[src/design/boot_image.svh]
// RK11 disk bootstrap, one entry per word from the image base
`ifndef BOOT_IMAGE_SVH
`define BOOT_IMAGE_SVH

localparam iopage_word_t BOOT_IMAGE [ROM_WORDS] = '{
   16'o010000,
   // stack below the loaded block
   16'o012706, 16'o002000,
   // unit number into r0, then shift into the da field
   16'o012700, 16'o000000,
   16'o010003,
   16'o000303,
   16'o006303, 16'o006303, 16'o006303, 16'o006303, 16'o006303,
   // rkda, then ba and wc going down
   16'o012701, 16'o177412,
   16'o010311,
   16'o005041,
   16'o012741, 16'o177000,
   // read + go
   16'o012741, 16'o000005,
   16'o005002,
   16'o005003,
   16'o012704, 16'o002020,
   16'o005005,
   // wait for ready
   16'o105711,
   16'o100376,
   16'o105011,
   // jump to the loaded block at 0
   16'o005007
};

`endif

[src/design/iopage_pkg.sv]
// I/O page widths, device addresses, byte/word union
// and the RK11 boot image constant
`default_nettype none

package iopage_pkg;

   // byte address within the 8 KB I/O page
   typedef logic [12:0] iopage_addr_t;

   typedef logic [15:0] iopage_word_t;

   // bus word, seen whole or as low/high byte lanes
   typedef union packed {
      iopage_word_t    word;
      logic [1:0][7:0] lane;
   } iopage_word_u;

   // boot ROM window, 173000 to 174776 on the full bus
   localparam iopage_addr_t ROM_FIRST = 13'o13000;
   localparam iopage_addr_t ROM_LAST  = 13'o14776;

   localparam int ROM_WORDS = 29;

   // switch register / display lights
   localparam iopage_addr_t CONSOLE_ADDR = 13'o17570;

   // cycles before an undecoded access ends with nxm
   localparam int TIMEOUT_DEFAULT = 8;

   `include "boot_image.svh"

endpackage

`default_nettype wire

[src/design/boot_rom.sv]
// boot ROM: window decode, image lookup, byte lane select
`timescale 1ns/10ps
`default_nettype none

module boot_rom (
   input  wire iopage_pkg::iopage_addr_t iopage_addr,
   input  wire logic                    iopage_rd,
   input  wire logic                    iopage_byte_op,
   output logic                         decode,
   output iopage_pkg::iopage_word_t      rdata
);
   import iopage_pkg::*;

   // image starts 1000 octal into the window
   localparam iopage_addr_t IMAGE_FIRST = ROM_FIRST + 13'o1000;

   iopage_addr_t word_addr;
   iopage_addr_t rel;
   logic [4:0]   index;
   logic         in_image;
   iopage_word_u fetch;

   always_comb
   begin
      word_addr = {iopage_addr[12:1], 1'b0};
      decode    = (word_addr >= ROM_FIRST) && (word_addr <= ROM_LAST);

      rel      = word_addr - IMAGE_FIRST;
      index    = rel[5:1];
      in_image = (word_addr >= IMAGE_FIRST) && (rel[12:1] < 12'(ROM_WORDS));

      // rest of the window reads as zero
      fetch.word = in_image ? BOOT_IMAGE[index] : '0;

      if (!(iopage_rd && decode))
         rdata = '0;
      else if (iopage_byte_op)
         rdata = {8'h00, fetch.lane[iopage_addr[0]]};
      else
         rdata = fetch.word;
   end

endmodule

`default_nettype wire

[src/design/bus_sequencer.sv]
// I/O page bus cycle FSM: request latch, device strobes,
// read data select and done/nxm completion
`timescale 1ns/10ps
`default_nettype none

module bus_sequencer #(
   parameter int TIMEOUT_CYCLES = iopage_pkg::TIMEOUT_DEFAULT
) (
   input  wire logic                    clk,
   input  wire logic                    rst_n,
   input  wire logic                    req,
   input  wire logic                    wr,
   input  wire logic                    byte_op,
   input  wire iopage_pkg::iopage_addr_t addr,
   input  wire iopage_pkg::iopage_word_t wdata,
   input  wire logic                    rom_decode,
   input  wire logic                    con_decode,
   input  wire logic                    expired,
   input  wire iopage_pkg::iopage_word_t rom_rdata,
   input  wire iopage_pkg::iopage_word_t con_rdata,
   output iopage_pkg::iopage_addr_t      iopage_addr,
   output iopage_pkg::iopage_word_t      iopage_wdata,
   output logic                         iopage_rd,
   output logic                         iopage_wr,
   output logic                         iopage_byte_op,
   output logic                         run,
   output logic                         done,
   output logic                         nxm,
   output iopage_pkg::iopage_word_t      rdata
);
   import iopage_pkg::*;

   localparam logic ST_IDLE   = 1'b0;
   localparam logic ST_ACCESS = 1'b1;

   logic         state_q;
   iopage_addr_t addr_q;
   iopage_word_t wdata_q;
   logic         wr_q;
   logic         byte_q;
   logic         decoded;

   // a timeout of one cycle would end before any decode is seen
   if (TIMEOUT_CYCLES < 2) begin : g_bad_timeout
      $error("bus_sequencer: TIMEOUT_CYCLES must be 2 or more");
   end

   assign decoded = rom_decode | con_decode;

   assign iopage_addr    = addr_q;
   assign iopage_wdata   = wdata_q;
   assign iopage_byte_op = byte_q;
   assign iopage_rd      = (state_q == ST_ACCESS) && !wr_q;
   assign iopage_wr      = (state_q == ST_ACCESS) && wr_q;
   assign run            = (state_q == ST_ACCESS) && !decoded;

   // request copy
   always_ff @(posedge clk)
   begin
      if (state_q == ST_IDLE && req)
      begin
         addr_q  <= addr;
         wdata_q <= wdata;
         wr_q    <= wr;
         byte_q  <= byte_op;
      end
   end

   always_ff @(posedge clk or negedge rst_n)
   begin
      if (!rst_n)
      begin
         state_q <= ST_IDLE;
         done    <= 1'b0;
         nxm     <= 1'b0;
         rdata   <= '0;
      end
      else
      begin
         done <= 1'b0;
         if (state_q == ST_IDLE)
         begin
            if (req)
               state_q <= ST_ACCESS;
         end
         else if (decoded || expired)
         begin
            // devices return zero when not selected
            state_q <= ST_IDLE;
            done    <= 1'b1;
            nxm     <= !decoded;
            rdata   <= rom_decode ? rom_rdata : con_rdata;
         end
      end
   end

endmodule

`default_nettype wire

[src/design/bus_timer.sv]
// bus timeout counter for undecoded accesses
`timescale 1ns/10ps
`default_nettype none

module bus_timer #(
   parameter int TIMEOUT_CYCLES = iopage_pkg::TIMEOUT_DEFAULT
) (
   input  wire logic clk,
   input  wire logic rst_n,
   input  wire logic run,
   output logic      expired
);
   localparam int CNT_W = $clog2(TIMEOUT_CYCLES);

   logic [CNT_W-1:0] count_q;

   // done follows on the next edge, so stop one short
   assign expired = (count_q == CNT_W'(TIMEOUT_CYCLES - 1));

   always_ff @(posedge clk or negedge rst_n)
   begin
      if (!rst_n)
         count_q <= '0;
      else if (!run)
         count_q <= '0;
      else if (!expired)
         count_q <= count_q + 1'b1;
   end

endmodule

`default_nettype wire

[src/design/console_regs.sv]
// console switch register read and display register write
`timescale 1ns/10ps
`default_nettype none

module console_regs (
   input  wire logic                    clk,
   input  wire logic                    rst_n,
   input  wire iopage_pkg::iopage_addr_t iopage_addr,
   input  wire iopage_pkg::iopage_word_t iopage_wdata,
   input  wire logic                    iopage_rd,
   input  wire logic                    iopage_wr,
   input  wire logic                    iopage_byte_op,
   input  wire iopage_pkg::iopage_word_t switches,
   output logic                         decode,
   output iopage_pkg::iopage_word_t      rdata,
   output iopage_pkg::iopage_word_t      display
);
   import iopage_pkg::*;

   iopage_word_u sw_view;
   iopage_word_u disp_q;

   // odd address selects the high lane
   assign decode  = (iopage_addr[12:1] == CONSOLE_ADDR[12:1]);
   assign sw_view = switches;
   assign display = disp_q.word;

   always_comb
   begin
      if (!(iopage_rd && decode))
         rdata = '0;
      else if (iopage_byte_op)
         rdata = {8'h00, sw_view.lane[iopage_addr[0]]};
      else
         rdata = sw_view.word;
   end

   always_ff @(posedge clk or negedge rst_n)
   begin
      if (!rst_n)
         disp_q <= '0;
      else if (iopage_wr && decode)
      begin
         // byte data always arrives on the low lane
         if (iopage_byte_op)
            disp_q.lane[iopage_addr[0]] <= iopage_wdata[7:0];
         else
            disp_q.word <= iopage_wdata;
      end
   end

endmodule

`default_nettype wire

[src/design/iopage_bus.sv]
// I/O page slice top: sequencer, timeout counter, boot ROM
// and console register
`timescale 1ns/10ps
`default_nettype none

module iopage_bus #(
   parameter int TIMEOUT_CYCLES = iopage_pkg::TIMEOUT_DEFAULT
) (
   input  wire logic                    clk,
   input  wire logic                    rst_n,
   input  wire logic                    req,
   input  wire logic                    wr,
   input  wire logic                    byte_op,
   input  wire iopage_pkg::iopage_addr_t addr,
   input  wire iopage_pkg::iopage_word_t wdata,
   input  wire iopage_pkg::iopage_word_t switches,
   output iopage_pkg::iopage_word_t      rdata,
   output logic                         done,
   output logic                         nxm,
   output iopage_pkg::iopage_word_t      display
);
   import iopage_pkg::*;

   iopage_addr_t iopage_addr;
   iopage_word_t iopage_wdata;
   logic         iopage_rd;
   logic         iopage_wr;
   logic         iopage_byte_op;
   logic         run;
   logic         expired;
   logic         rom_decode;
   logic         con_decode;
   iopage_word_t rom_rdata;
   iopage_word_t con_rdata;

   bus_sequencer #(
      .TIMEOUT_CYCLES(TIMEOUT_CYCLES)
   ) u_seq (
      .clk            (clk),
      .rst_n          (rst_n),
      .req            (req),
      .wr             (wr),
      .byte_op        (byte_op),
      .addr           (addr),
      .wdata          (wdata),
      .rom_decode     (rom_decode),
      .con_decode     (con_decode),
      .expired        (expired),
      .rom_rdata      (rom_rdata),
      .con_rdata      (con_rdata),
      .iopage_addr    (iopage_addr),
      .iopage_wdata   (iopage_wdata),
      .iopage_rd      (iopage_rd),
      .iopage_wr      (iopage_wr),
      .iopage_byte_op (iopage_byte_op),
      .run            (run),
      .done           (done),
      .nxm            (nxm),
      .rdata          (rdata)
   );

   bus_timer #(
      .TIMEOUT_CYCLES(TIMEOUT_CYCLES)
   ) u_timer (
      .clk     (clk),
      .rst_n   (rst_n),
      .run     (run),
      .expired (expired)
   );

   boot_rom u_rom (
      .iopage_addr    (iopage_addr),
      .iopage_rd      (iopage_rd),
      .iopage_byte_op (iopage_byte_op),
      .decode         (rom_decode),
      .rdata          (rom_rdata)
   );

   console_regs u_console (
      .clk            (clk),
      .rst_n          (rst_n),
      .iopage_addr    (iopage_addr),
      .iopage_wdata   (iopage_wdata),
      .iopage_rd      (iopage_rd),
      .iopage_wr      (iopage_wr),
      .iopage_byte_op (iopage_byte_op),
      .switches       (switches),
      .decode         (con_decode),
      .rdata          (con_rdata),
      .display        (display)
   );

endmodule

`default_nettype wire

[config.mk]
export PLATFORM = sky130hd
export DESIGN_NAME = iopage_bus
export DESIGN_NICKNAME = d
export VERILOG_FILES = /design/src/design/iopage_pkg.sv /design/src/design/boot_rom.sv /design/src/design/bus_sequencer.sv /design/src/design/bus_timer.sv /design/src/design/console_regs.sv /design/src/design/iopage_bus.sv
export VERILOG_INCLUDE_DIRS = /design/src /design/src/design
export SDC_FILE = /design/constraint.sdc
export NUM_CORES = 1
export LEC_CHECK = 0
export BUFFER_PORTS_ARGS = -buffer_cell sky130_fd_sc_hd__clkbuf_2
export CAP_MARGIN = 20
export CORE_ASPECT_RATIO = 1.25
export CORE_MARGIN = 1.5
export CORE_UTILIZATION = 30
export DETAILED_ROUTE_END_ITERATION = 8
export PLACE_DENSITY = 0.47
export SETUP_SLACK_MARGIN = 0.2
export SYNTH_ARGS = -nofsm -noshare
export SYNTH_HDL_FRONTEND = slang
export SYNTH_SLANG_ARGS = --single-unit
[constraint.sdc]
create_clock -name clk -period 2.8 [get_ports clk]
set_input_delay 0.28 -clock clk [delete_from_list [all_inputs] [get_ports clk]]
set_output_delay 0.28 -clock clk [all_outputs]
set_load 0.02 [all_outputs]
Yosys cells after proc, flatten, opt, wreduce, memory -nomap -nowiden

Memory sizes are Yosys's and may differ from the RTL's.
Cells that the tools add are included.

Add/subtract/negate cells: 2
$mul: 0
Divide/modulo/power cells: 0
$lt $le $gt $ge: 7
Equality and inequality tests: 3
Shift-type cells: 0
Mux-type cells: 23
Bitwise logic cells: 3
Reductions and logical operators: 14

Operators by type and width:

| cell                                                                           | count |
|---|---|
| 16-bit 2-to-1 mux                                                              | 9 |
| 8-bit 2-to-1 mux                                                               | 5 |
| 13-bit greater-or-equal comparator (second input constant)                     | 2 |
| 16-bit bitwise mux                                                             | 1 |
| 13-bit less-or-equal comparator (second input constant)                        | 1 |
| 13-bit subtractor (second input constant)                                      | 1 |
| 12-bit == test (second input constant)                                         | 1 |
| 12-bit by 5-bit less-than comparator with 1-bit output (second input constant) | 1 |
| 1-bit logical AND                                                              | 10 |
| 8-bit demux with 1-bit select                                                  | 1 |
| 6-bit greater-or-equal comparator (second input constant)                      | 1 |
| 3-bit 2-to-1 mux                                                               | 2 |
| 5-bit NOT with 6-bit output                                                    | 1 |
| 1-bit 2-to-1 mux                                                               | 5 |
| 3-bit by 1-bit adder with 3-bit output (second input constant)                 | 1 |
| 3-bit == test (second input constant)                                          | 1 |
| 1-bit logical NOT                                                              | 2 |
| 1-bit by 2-bit less-than comparator with 1-bit output (second input constant)  | 1 |
| 2-bit != test (second input constant)                                          | 1 |
| 2-bit AND reduction                                                            | 1 |
| 1-bit greater-or-equal comparator (second input constant)                      | 1 |
| 1-bit logical OR                                                               | 1 |
| 1-bit NOT                                                                      | 1 |
| 1-bit OR                                                                       | 1 |

Register bits: 69
Bits in latches: 0
Bits in writable memories: 0
ROM bits: 512
Input bits: 50
Output and inout bits: 34
Word-level logic and storage cells: 63
Memories kept: 1

Memory list:

| memory          | depth | bits a word | rd ports | clocked after memory_dff | write ports | line           | source |
|---|---|---|---|---|---|---|---|
| (no name shown) | 32    | 16          | 1        | 0                        | 0           | boot_rom.sv:33 | `fetch.word = in_image ? BOOT_IMAGE[index] : '0;` |

Depth between registers and ports, before layout

Gate-level depths: netlist of the first run.

Word-level depth: 11
Depth in mapped cells: 8
Depth with buffers taken out: 8

By module

Synthesis of the first run repeated with hierarchy kept, for this count alone.

Cells, all modules: 319
Area, all modules: 3852.4 µm²

Modules (own cells, without submodules):

| module        | times used | cells each | area an instance (µm²) | seq. area each (µm²) |
|---|---|---|---|---|
| bus_sequencer | 1          | 96         | 1910.6                 | 1406.3 |
| console_regs  | 1          | 88         | 967.2                  | 400.4 |
| boot_rom      | 1          | 124        | 827.0                  | 0.0 |
| bus_timer     | 1          | 11         | 147.6                  | 75.1 |

Least setup slack after synthesis of the first run

OpenSTA, ideal clock, no wires.

Path type: register to register
Start: reg u_seq.state_q
End: reg u_seq.addr_q[0] (netlist: u_seq.iopage_addr[0]) (enable)
Setup time: 0.423 ns
Arrival: 1.884 ns
Required time: 2.377 ns
Path slack: 0.493 ns
Cell stages (with the launch flop): 2
Path buffers: 0
Clock period less this slack: 2.307 ns
Path through: dfrtp_1 > nor2b_1

Word-level cells in the longest chain between the ends: 2

RTL lines:

| what                     | line                | source |
|---|---|---|
| start: declaration       | bus_sequencer.sv:36 | `logic state_q;` |
| start signal: assignment | bus_sequencer.sv:73 | `state_q <= ST_IDLE;` |
| start signal: assignment | bus_sequencer.sv:84 | `state_q <= ST_ACCESS;` |
| start signal: assignment | bus_sequencer.sv:89 | `state_q <= ST_IDLE;` |
| 1-bit NOT                | bus_sequencer.sv:60 | `if (state_q == ST_IDLE && req)` |
| 1-bit logical AND        | bus_sequencer.sv:60 |  |
| end signal: assignment   | bus_sequencer.sv:62 | `addr_q <= addr;` |
| end: declaration         | bus_sequencer.sv:37 | `iopage_addr_t addr_q;` |

Every way passes these cells.
A chain may end at the register's enable or synchronous reset.

Worst setup path after layout of the first run

Start: reg u_seq.addr_q[3] (netlist: u_seq.iopage_addr[3])
End: reg u_seq.rdata[7]

Word-level cells in the longest chain between the ends: 11
Elaborated cells on any way between the ends: 24
Classes of those cells: add/sub (1); order compare (4); eq/ne (1); mux (9); bitwise (2); reduce/logical (6); memory (1)

RTL lines:

| what                                                 | line                | source |
|---|---|---|
| 13-bit subtractor                                    | boot_rom.sv:28      | `rel = word_addr - IMAGE_FIRST;` |
| 5-bit NOT with 6-bit output (implied by the code)    | boot_rom.sv:33      |  |
| memory 32 x 16 bit                                   | n/a                 |  |
| 16-bit 2-to-1 mux (implied by the code) (2 in a row) | boot_rom.sv:33      |  |
| 16-bit 2-to-1 mux                                    | boot_rom.sv:33      |  |
| 8-bit 2-to-1 mux (implied by the code) (2 in a row)  | boot_rom.sv:38      | `rdata = {8'h00, fetch.lane[iopage_addr[0]]};` |
| 16-bit 2-to-1 mux                                    | boot_rom.sv:37      | `else if (iopage_byte_op)` |
| 16-bit 2-to-1 mux                                    | boot_rom.sv:35      | `if (!(iopage_rd && decode))` |
| 16-bit 2-to-1 mux                                    | bus_sequencer.sv:92 | `rdata <= rom_decode ? rom_rdata : con_rdata;` |
| end signal: assignment                               | bus_sequencer.sv:92 |  |
| end: declaration                                     | bus_sequencer.sv:29 | `output iopage_pkg::iopage_word_t rdata` |

Parallel ways exist; a longest one is shown, timed or not. The select of a mux whose other input is x is not followed.

==> impl_metrics.env, run 1 <==
export IMPL_status="complete, no violations"
export IMPL_die_w_um=99.4
export IMPL_cts_tree="yes"
export IMPL_synthCells=312
export IMPL_row_count=43
export IMPL_slew_headroom_pct=51.3
export IMPL_place_congestion=0.899
export IMPL_root_buffer="clkbuf_16"
export IMPL_drt_initial_drc_count=108
export IMPL_wl_per_cell_um=16.6
export IMPL_grt_usage_pct=15.0
export IMPL_drc=0
export IMPL_setup_viol=0
export IMPL_grt_ovfl_total=0
export IMPL_worst_pin_slew_ns=0.731
export IMPL_rsz0062_at_grt="false"
export IMPL_die_h_um=123
export IMPL_cp_data_required_time_ns=3.02
export IMPL_io_pins=84
export IMPL_critPathCapture="u_seq.rdata[7]"
export IMPL_yosys_register_bits=69
export IMPL_drt_first_pass_iters=4
export IMPL_cap_violations=0
export IMPL_antenna_found_initial=0
export IMPL_p_total_uw=3270
export IMPL_start_kind="flop"
export IMPL_p_per_area_nw_per_um2=743
export IMPL_crit_type="reg -> reg"
export IMPL_r2r_slack_ns=0.38
export IMPL_cts_hold_buf=0
export IMPL_clock_sinks=69
export IMPL_grt_pass1_wl_mm=13.9
export IMPL_dieArea_sq_um=12300
export IMPL_crit_slowest_cell="edfxtp_1"
export IMPL_final_hold_viol_count=0
export IMPL_finalMaxSlewViolations=0
export IMPL_port_buffers=83
export IMPL_clock_skew_ns=0.00747
export IMPL_synth_edf_count=31
export IMPL_max_vdd_ir_drop_uv=314
export IMPL_worstSkewPairLatency_ns=0.33
export IMPL_viasPerCell=5.02
export IMPL_diodes=0
export IMPL_fin_crit_sh_pct=86.5
export IMPL_reg2reg_depth=6
export IMPL_fin_tns_setup_ns=0
export IMPL_final_nets=458
export IMPL_seq_area_frac_synth_pct=54.0
export IMPL_end_kind="flop"
export IMPL_clk_pin_slew_ns=0.06
export IMPL_r2r_start="u_seq.iopage_addr[3]"
export IMPL_drive_above_1_share_pct=33.6
export IMPL_crit_chain="and2b_1, a2111oi_0, buf_4, nand2b_1, a221oi_1, o22a_1"
export IMPL_cts_buffers=9
export IMPL_clk_path_buf_depth=2
export IMPL_cpPeakStageDelay_ns=0.72
export IMPL_hold_class="in -> reg"
export IMPL_avgSynthCellArea_sq_um=11.2
export IMPL_grt_start_max_net_pins=39
export IMPL_postCtsResizedCells=0
export IMPL_worstReg2RegEnd="u_seq.rdata[7]"
export IMPL_fmax_mhz=413
export IMPL_vias=2710
export IMPL_synth_fp_nets=370
export IMPL_grt_pass1_vias=2613
export IMPL_yosysWarnings=0
export IMPL_drt_wl_total_mm=8.94
export IMPL_htreeDepth=3
export IMPL_fin_hold_ws_ns=0.119
export IMPL_start_util_pct=31.1
export IMPL_synth_area_sq_um=3480
export IMPL_critical_path_arrival_ns=2.64
export IMPL_syn_to_final_growth_pct=26.2
export IMPL_ys_flop_type="dfrtp_1"
export IMPL_synth_cell_types=60
export IMPL_post_cts_buffers=0
export IMPL_worstPathMaxFanout=21
export IMPL_setup_worst_path_start="u_seq.iopage_addr[3]"
export IMPL_p_leak_uw=0.00204
export IMPL_synth_async_reset_ratio_pct=55.1
export IMPL_fin_crit_ns=2.42
export IMPL_dpl_hpwl_mm=6.41
export IMPL_core_area_sq_um=11200
export IMPL_ant_nets=0
[kinds of logic after synthesis]
kind of cell / after synthesis / synth area share, %
multiplexers: 26 / 8.41
flip-flops: 69 / 54.0
buffers and inverters: 35 / 4.60
AND/OR/NAND/NOR: 103 / 15.8
AO/OA/AOI/OAI: 70 / 14.0
adder cells (fa/ha/maj): 8 / 2.87
XOR/XNOR: 1 / 0.251
[cells in the mapped netlist, types with 2 or more instances]
library cell / n / share of area [%]
dfrtp_1: 38 / 27
nand2_1: 35 / 3.8
edfxtp_1: 31 / 27
nor2_1: 17 / 1.8
inv_1: 16 / 1.7
mux2_2: 16 / 5.2
o21ai_0: 16 / 2.3
a21oi_1: 13 / 1.9
mux2i_1: 9 / 2.6
ha_1: 8 / 2.9
buf_2: 7 / 1.0
nor2b_1: 7 / 1.3
nand3_1: 6 / 0.86
o211ai_1: 6 / 1.3
a221o_1: 4 / 1.1
clkbuf_1: 4 / 0.43
nand2b_1: 4 / 0.72
o21ai_1: 4 / 0.57
a211oi_1: 3 / 0.65
a221oi_1: 3 / 0.75
a31oi_1: 3 / 0.54
and2b_1: 3 / 0.65
buf_4: 3 / 0.65
nand3b_1: 3 / 0.65
nand4_1: 3 / 0.54
nor3_1: 3 / 0.43
nor4_1: 3 / 0.54
o22a_1: 3 / 0.75
or2_2: 3 / 0.54
and2_1: 2 / 0.36
and3b_1: 2 / 0.50
and4b_1: 2 / 0.57
buf_1: 2 / 0.22
nand4b_1: 2 / 0.50
nor4b_1: 2 / 0.50
o22ai_1: 2 / 0.36
[area by class of cell]
type                            instances  area (sq um)
Tap cell                              135           169
Inverter                               17          63.8
Multi-Input combinational cell        208          1440
Clock buffer                           10           250
Clock inverter                          6          67.6
Sequential cell                        69          1880
Timing Repair Buffer                   95           520
Fill cell                            1123          6790
[critical path, delay by kind of cell (launching register included)]
family,cells,cell delay (ns)
AO/OA/AOI/OAI,3,0.94
flip-flops,1,0.72
AND/OR/NAND/NOR,2,0.43
buffers and inverters,1,0.23
[state kept, by name (all words and copies together) (netlist names)]
register,cells
u_console.display,16
u_seq.done,1
u_seq.iopage_addr,13
u_seq.iopage_byte_op,1
u_seq.iopage_wdata,16
u_seq.nxm,1
u_seq.rdata,16
u_seq.state_q,1
u_seq.wr_q,1
u_timer.count_q,3
[worst min-delay path by stage]
stage | to | cells past startpoint | start | slack [ns]
floorplan | u_console.display[0] | 0 | rst_n | -0.02
global placement | u_seq.iopage_wdata[11] | 1 | wdata[11] | 0.46
detailed placement | u_seq.iopage_wdata[12] | 1 | wdata[12] | 0.46
CTS | u_seq.iopage_wdata[12] | 1 | wdata[12] | 0.11
global route | u_seq.iopage_wdata[10] | 1 | wdata[10] | 0.11
finish | u_seq.iopage_wdata[12] | 1 | wdata[12] | 0.12
[through the flow]
| step | cell area, sq um | util (%) | std cells | setup slack (ns) |
|---|---|---|---|---|
| 2_1_floorplan | 3480 | - | 312 | 0.493 |
| 3_3_place_gp | 4050 | 36.2 | 522 | 0.360 |
| 3_5_place_dp | 4050 | 36.2 | 522 | 0.376 |
| 4_1_cts | 4370 | 39.0 | 538 | 0.362 |
| 5_1_grt | 4400 | 39.3 | 540 | 0.276 |
| 6_report | 4400 | 39.3 | 540 | 0.379 |
[placed cells by master (no fill, tap or decap), types with 4 or more instances in the layout]
cell,instances
o211ai_1,6
a21oi_1,13
nor2b_1,6
nor2_1,17
nand3_1,6
ha_1,8
a221o_1,4
clkbuf_2,83
mux2_2,16
inv_1,16
edfxtp_1,31
nand2_1,35
o21ai_0,16
o21ai_1,4
buf_4,10
dfrtp_1,38
nand2b_1,4
clkbuf_16,10
mux2i_1,9
[power by group]
group	switching, uW	internal [uW]
Sequential	128	1240
Clock	456	747
Combinational	424	273
Total	1010	2260
[routing by layer]
layer  vias up  part of all wire (%)  track usage, %
met1      1303                    44            18.5
met2        80                    49            25.2
li1       1316                     -               -
met5         -                     0               0
met4         0                   2.0            6.78
met3        11                   4.6            3.22
(Power assumes the default switching activity.)
==> run 2: changes to the inputs <==
==> constraint.sdc (replaced) <==
create_clock -name clk -period 2.9 [get_ports clk]
set_input_delay 0.29 -clock clk [delete_from_list [all_inputs] [get_ports clk]]
set_output_delay 0.29 -clock clk [all_outputs]
set_load 0.02 [all_outputs]
==> run 2 against run 1 <==
  * First-iteration DRC count is 26% lower
  * Core utilization is 0.16 points higher
  * Non-clock buffer count stayed put
  * Count of clock-buffer cells in the layout fell by 1
  * Sequential power down 5%
  * Critical path depth stayed put
  * Combinational power about the same
  * Register-to-register slack improved by 0.15 ns
==> impl_metrics.env, run 2 (synthesized netlist as in run 1, its figures left out) <==
export IMPL_setup_viol=0
export IMPL_reg2reg_depth=6
export IMPL_crit_type="reg -> reg"
export IMPL_place_inst=522
export IMPL_pre_cts_slack_ns=0.442
export IMPL_worst_pin_slew_ns=0.777
export IMPL_fmax_mhz=421
export IMPL_dpl_hpwl_mm=6.54
export IMPL_clock_sinks=69
export IMPL_layout_commonest_cell="clkbuf_2"
export IMPL_holdPathStages=1
export IMPL_drive_above_1_share_pct=33.6
export IMPL_final_cell_area_sq_um=4410
export IMPL_p_leak_uw=0.00205
export IMPL_start_kind="flop"
export IMPL_final_hold_viol_count=0
export IMPL_final_nets=458
export IMPL_end_kind="flop"
export IMPL_drt_first_pass_iters=4
export IMPL_grt_pass1_vias=2730
export IMPL_row_count=43
export IMPL_max_vdd_ir_drop_uv=374
export IMPL_htreeDepth=3
export IMPL_start_util_pct=31.1
export IMPL_slew_headroom_pct=48.2
export IMPL_cap_violations=0
export IMPL_worstPathMaxFanout=10
export IMPL_antenna_found_initial=0
export IMPL_clock_skew_ns=0.00746
export IMPL_cts_buffers=9
export IMPL_drt_wl_total_mm=8.75
export IMPL_rsz0062_at_grt="false"
export IMPL_clk_pin_slew_ns=0.06
export IMPL_wl_met2_mm=4.34
export IMPL_grt_start_max_net_pins=39
export IMPL_dpl_cell_area_sq_um=4060
export IMPL_r2r_slack_ns=0.53
export IMPL_m1WireLength_mm=3.80
export IMPL_wl_met3_um=415
export IMPL_grt_pass1_wl_mm=14.0
export IMPL_cts_tree="yes"
export IMPL_p_per_area_nw_per_um2=721
export IMPL_viasPerCell=5.03
export IMPL_fill_cells=1140
export IMPL_worstSkewPairLatency_ns=0.33
export IMPL_critical_path_arrival_ns=2.59
export IMPL_fin_crit_sh_pct=81.9
export IMPL_post_cts_buffers=0
export IMPL_highest_layer="met4"
export IMPL_final_cell_mix="clkbuf_2, dfrtp_1, nand2_1, edfxtp_1, nor2_1"
export IMPL_drt_initial_drc_count=80
export IMPL_finalWorstSetupSlack_ns=0.525
export IMPL_wl_per_cell_um=16.2
export IMPL_hold_class="in -> reg"
export IMPL_place_congestion=0.853
export IMPL_grt_ovfl_total=0
export IMPL_root_buffer="clkbuf_16"
export IMPL_cp_data_required_time_ns=3.11
export IMPL_finalMaxSlewViolations=0
export IMPL_port_buffers=83
export IMPL_status="complete, no violations"
export IMPL_die_w_um=99.4
export IMPL_dieArea_sq_um=12300
export IMPL_core_area_sq_um=11200
export IMPL_diodes=0
export IMPL_ant_nets=0
export IMPL_fin_tns_setup_ns=0
export IMPL_postCtsResizedCells=0
export IMPL_fin_cells=540
export IMPL_io_pins=84
export IMPL_drc=0
export IMPL_vias=2716
export IMPL_fin_crit_ns=2.37
export IMPL_syn_to_final_growth_pct=26.7
export IMPL_die_h_um=123
export IMPL_clk_path_buf_depth=2
export IMPL_grt_usage_pct=15.1
[run 2: changes by cell type in the layout (fill, tap and decap cells not counted), sizes merged]
cell | previous run | this run
clkbuf | 93 | 92
inv | 18 | 19
bufinv | 1 | 2
clkinv | 3 | 2
[run 2: report_power, final]
| part | total (uW) | switching, uW | internal [uW] |
|---|---|---|---|
| Sequential | 1300 | 110 | 1190 |
| Combinational | 697 | 422 | 275 |
| Clock | 1180 | 424 | 757 |
| Total | 3180 | 955 | 2230 |
[run 2: metrics by stage]
step	hold WS (ns)	power [uW]	utilization, %
2_1_floorplan	-0.00559	1770	-
3_3_place_gp	0.466	2020	36.3
3_5_place_dp	0.456	2030	36.3
4_1_cts	0.120	3220	39.2
5_1_grt	0.113	3370	39.4
6_report	0.130	3180	39.4
[run 2: worst paths after layout]
| path | endpoint | from |
|---|---|---|
| min in group asynchronous | u_seq.rdata[1] | rst_n |
| worst max-delay path | u_console.display[0] | u_seq.iopage_addr[1] |
| worst min-delay path | u_seq.iopage_wdata[12] | wdata[12] |
| worst min register to register | u_seq.rdata[15] | u_seq.rdata[15] |
| max in group asynchronous | u_console.display[11] | rst_n |
| worst max register to register | u_console.display[0] | u_seq.iopage_addr[1] |
[run 2: layout make-up]
cell class	count	area, sq um	share of cell area (%)
clock buffers	9	225	5.10
clock inverters	7	97.6	2.21
inverters	17	63.8	1.45
multi-input cells	208	1440	32.7
flip-flops and latches	69	1880	42.6
well taps	135	169	3.83
repair buffers	95	533	12.1
[run 2: layer usage]
layer | vias to the layer above | global-route usage, %
met4 | 0 | 6.87
met2 | 89 | 25.3
met3 | 10 | 3.62
met5 | - | 0
met1 | 1293 | 18.4
li1 | 1324 | -
[run 2: worst max-delay path: stages (launching register included)]
cell and delay, ns:
edfxtp_1 0.52, inv_1 0.17, ha_1 0.26, nand4_2 0.15, nor4_1 0.27, nand4_1 0.45, mux2_2 0.43
[run 2: timing repair]
item	4_1_cts	5_1_grt
hold endpoints to repair	0	3
hold buffers	0	1
endpoints found under the setup margin	0	0
==> run 3: changes to the inputs <==
--- a/config.mk
+++ b/config.mk
@@ -12,7 +12,7 @@
 export CORE_MARGIN = 1.5
 export CORE_UTILIZATION = 30
 export DETAILED_ROUTE_END_ITERATION = 8
-export PLACE_DENSITY = 0.47
+export PLACE_DENSITY = 0.49
 export SETUP_SLACK_MARGIN = 0.2
 export SYNTH_ARGS = -nofsm -noshare
 export SYNTH_HDL_FRONTEND = slang
==> constraint.sdc (replaced) <==
create_clock -name clk -period 2.1 [get_ports clk]
set_input_delay 0.21 -clock clk [delete_from_list [all_inputs] [get_ports clk]]
set_output_delay 0.21 -clock clk [all_outputs]
set_load 0.02 [all_outputs]
==> run 3 against run 2 <==
  * Global-route usage is 0.60 points higher
  * Sequential share of layout area fell by 3.7 points
  * Non-clock buffer count rose by 31
  * Core utilization is 3.8 points higher
  * Final area rose by 9.6%
  * Wire length grew 9.2%
  * Maximum frequency up 17%
  * Hold slack got worse by 0.089 ns
  * Highest routed layer unchanged
==> impl_metrics.env, run 3 (synthesized netlist as in run 1, its figures left out) <==
export IMPL_cp_data_required_time_ns=2.32
export IMPL_start_kind="flop"
export IMPL_clk_path_buf_depth=2
export IMPL_clock_skew_ns=0.00971
export IMPL_cts_tree="yes"
export IMPL_grt_usage_pct=15.7
export IMPL_antenna_found_initial=0
export IMPL_worst_pin_slew_ns=0.450
export IMPL_r2r_slack_ns=0.08
export IMPL_ant_nets=0
export IMPL_grt_ovfl_total=0
export IMPL_seq_area_sq_um=1880
export IMPL_critical_path_arrival_ns=2.24
export IMPL_final_nets=490
export IMPL_worstSkewPairLatency_ns=0.34
export IMPL_wl_per_cell_um=16.7
export IMPL_io_pins=84
export IMPL_fin_crit_ns=2.02
export IMPL_final_hold_viol_count=0
export IMPL_multi_input_area_sq_um=1640
export IMPL_fin_tns_setup_ns=0
export IMPL_diodes=0
export IMPL_final_cell_mix="clkbuf_2, buf_4, dfrtp_1, nand2_1, edfxtp_1"
export IMPL_fin_hold_ws_ns=0.0410
export IMPL_htreeDepth=3
export IMPL_drt_first_pass_iters=4
export IMPL_setup_viol=0
export IMPL_setup_worst_path_start="u_seq.iopage_addr[2]"
export IMPL_drt_wl_total_mm=9.56
export IMPL_worstPathMaxFanout=8
export IMPL_worstReg2RegEnd="u_console.display[11]"
export IMPL_reg2reg_depth=8
export IMPL_dpl_hpwl_mm=6.66
export IMPL_clk_pin_slew_ns=0.06
export IMPL_cts_buffers=9
export IMPL_grt_pass1_wl_mm=14.4
export IMPL_grt_pass1_vias=2889
export IMPL_row_count=43
export IMPL_vias=2840
export IMPL_p_total_uw=4480
export IMPL_finalMaxSlewViolations=0
export IMPL_cap_violations=0
export IMPL_port_buffers=83
export IMPL_drive_above_1_share_pct=43.7
export IMPL_slew_headroom_pct=70.0
export IMPL_root_buffer="clkbuf_16"
export IMPL_end_kind="flop"
export IMPL_status="complete, no violations"
export IMPL_viasPerCell=4.97
export IMPL_p_per_area_nw_per_um2=925
export IMPL_die_h_um=123
export IMPL_die_w_um=99.4
export IMPL_rsz0062_at_grt="true"
export IMPL_start_util_pct=31.1
export IMPL_dpl_cell_area_sq_um=4220
export IMPL_syn_to_final_growth_pct=38.9
export IMPL_drt_initial_drc_count=116
export IMPL_critPathCapture="u_console.display[11]"
export IMPL_p_leak_uw=0.00222
export IMPL_grt_start_max_net_pins=34
export IMPL_drc=0
export IMPL_fmax_mhz=494
export IMPL_fin_crit_sh_pct=96.3
export IMPL_core_area_sq_um=11200
export IMPL_clock_sinks=69
export IMPL_place_congestion=0.891
export IMPL_hold_class="in -> reg"
export IMPL_layout_commonest_cell="clkbuf_2"
export IMPL_r2r_start="u_seq.iopage_addr[2]"
export IMPL_dieArea_sq_um=12300
export IMPL_max_vdd_ir_drop_uv=421
export IMPL_crit_type="reg -> reg"
export IMPL_fill_cells=1095
export IMPL_final_cell_area_sq_um=4840
run 3: changes by cell type in the layout (fill, tap and decap cells not counted), sizes merged:
cell | before | now
buf | 11 | 42
clkinvlp | 1 | 3
bufinv | 2 | 1
inv | 19 | 18
o31ai | 1 | 2
run 3: through the flow:
stage          util, %  instances  worst slack (ns)
2_1_floorplan        -        312             0.145
3_3_place_gp      37.7        537            -0.104
3_5_place_dp      37.7        537           -0.0717
4_1_cts           42.1        569             0.133
5_1_grt           43.2        572            0.0285
6_report          43.2        572            0.0777
run 3: how the worst min path moves through the flow:
stage | cells past startpoint | slack, ns | to | from
2_1_floorplan | 0 | -0.09 | u_console.display[0] | rst_n
3_3_place_gp | 1 | 0.04 | u_seq.rdata[1] | rst_n
3_5_place_dp | 1 | 0.04 | u_seq.rdata[1] | rst_n
4_1_cts | 1 | 0.03 | u_seq.iopage_wdata[6] | wdata[6]
5_1_grt | 1 | 0.03 | u_seq.iopage_wdata[12] | wdata[12]
6_report | 1 | 0.04 | u_seq.iopage_wdata[6] | wdata[6]
run 3: cell type report:
cell class / instances / area share, %
inverter: 17 / 1.32
sequential: 69 / 38.9
clock buffer: 9 / 4.65
timing repair buffer: 126 / 16.2
tap: 135 / 3.49
multi-input combinational: 209 / 33.9
clock inverter: 7 / 1.53
run 3: layer usage:
| metal | routed length [um] | vias to the layer above | GRT usage [%] | share of wire (%) |
|---|---|---|---|---|
| met4 | 284 | 0 | 8.89 | 3.0 |
| met5 | 0 | - | 0 | 0 |
| met1 | 4040 | 1350 | 17.9 | 42 |
| li1 | - | 1385 | - | - |
| met2 | 4840 | 86 | 27.1 | 51 |
| met3 | 390 | 19 | 3.50 | 4.1 |
run 3: power breakdown:
| group | switching [uW] | internal, uW |
|---|---|---|
| clock | 596 | 920 |
| sequential | 156 | 1650 |
| combinational | 664 | 490 |
run 3: critical path, cell delays in order (launching register included):
cell,delay (ns)
edfxtp_1,0.48
inv_2,0.14
ha_4,0.18
inv_2,0.05
nor4_2,0.29
nand3_1,0.16
a21oi_4,0.16
buf_12,0.15
mux2_4,0.30
run 3: what timing repair did:
item / CTS / global route
resized for setup: 12 / 21
hold buffers: 1 / 0
setup buffers: 15 / 2
hold endpoints to repair: 5 / 0
pin swaps: 8 / 8
endpoints found under the setup margin: 33 / 33
cloned: 0 / 1
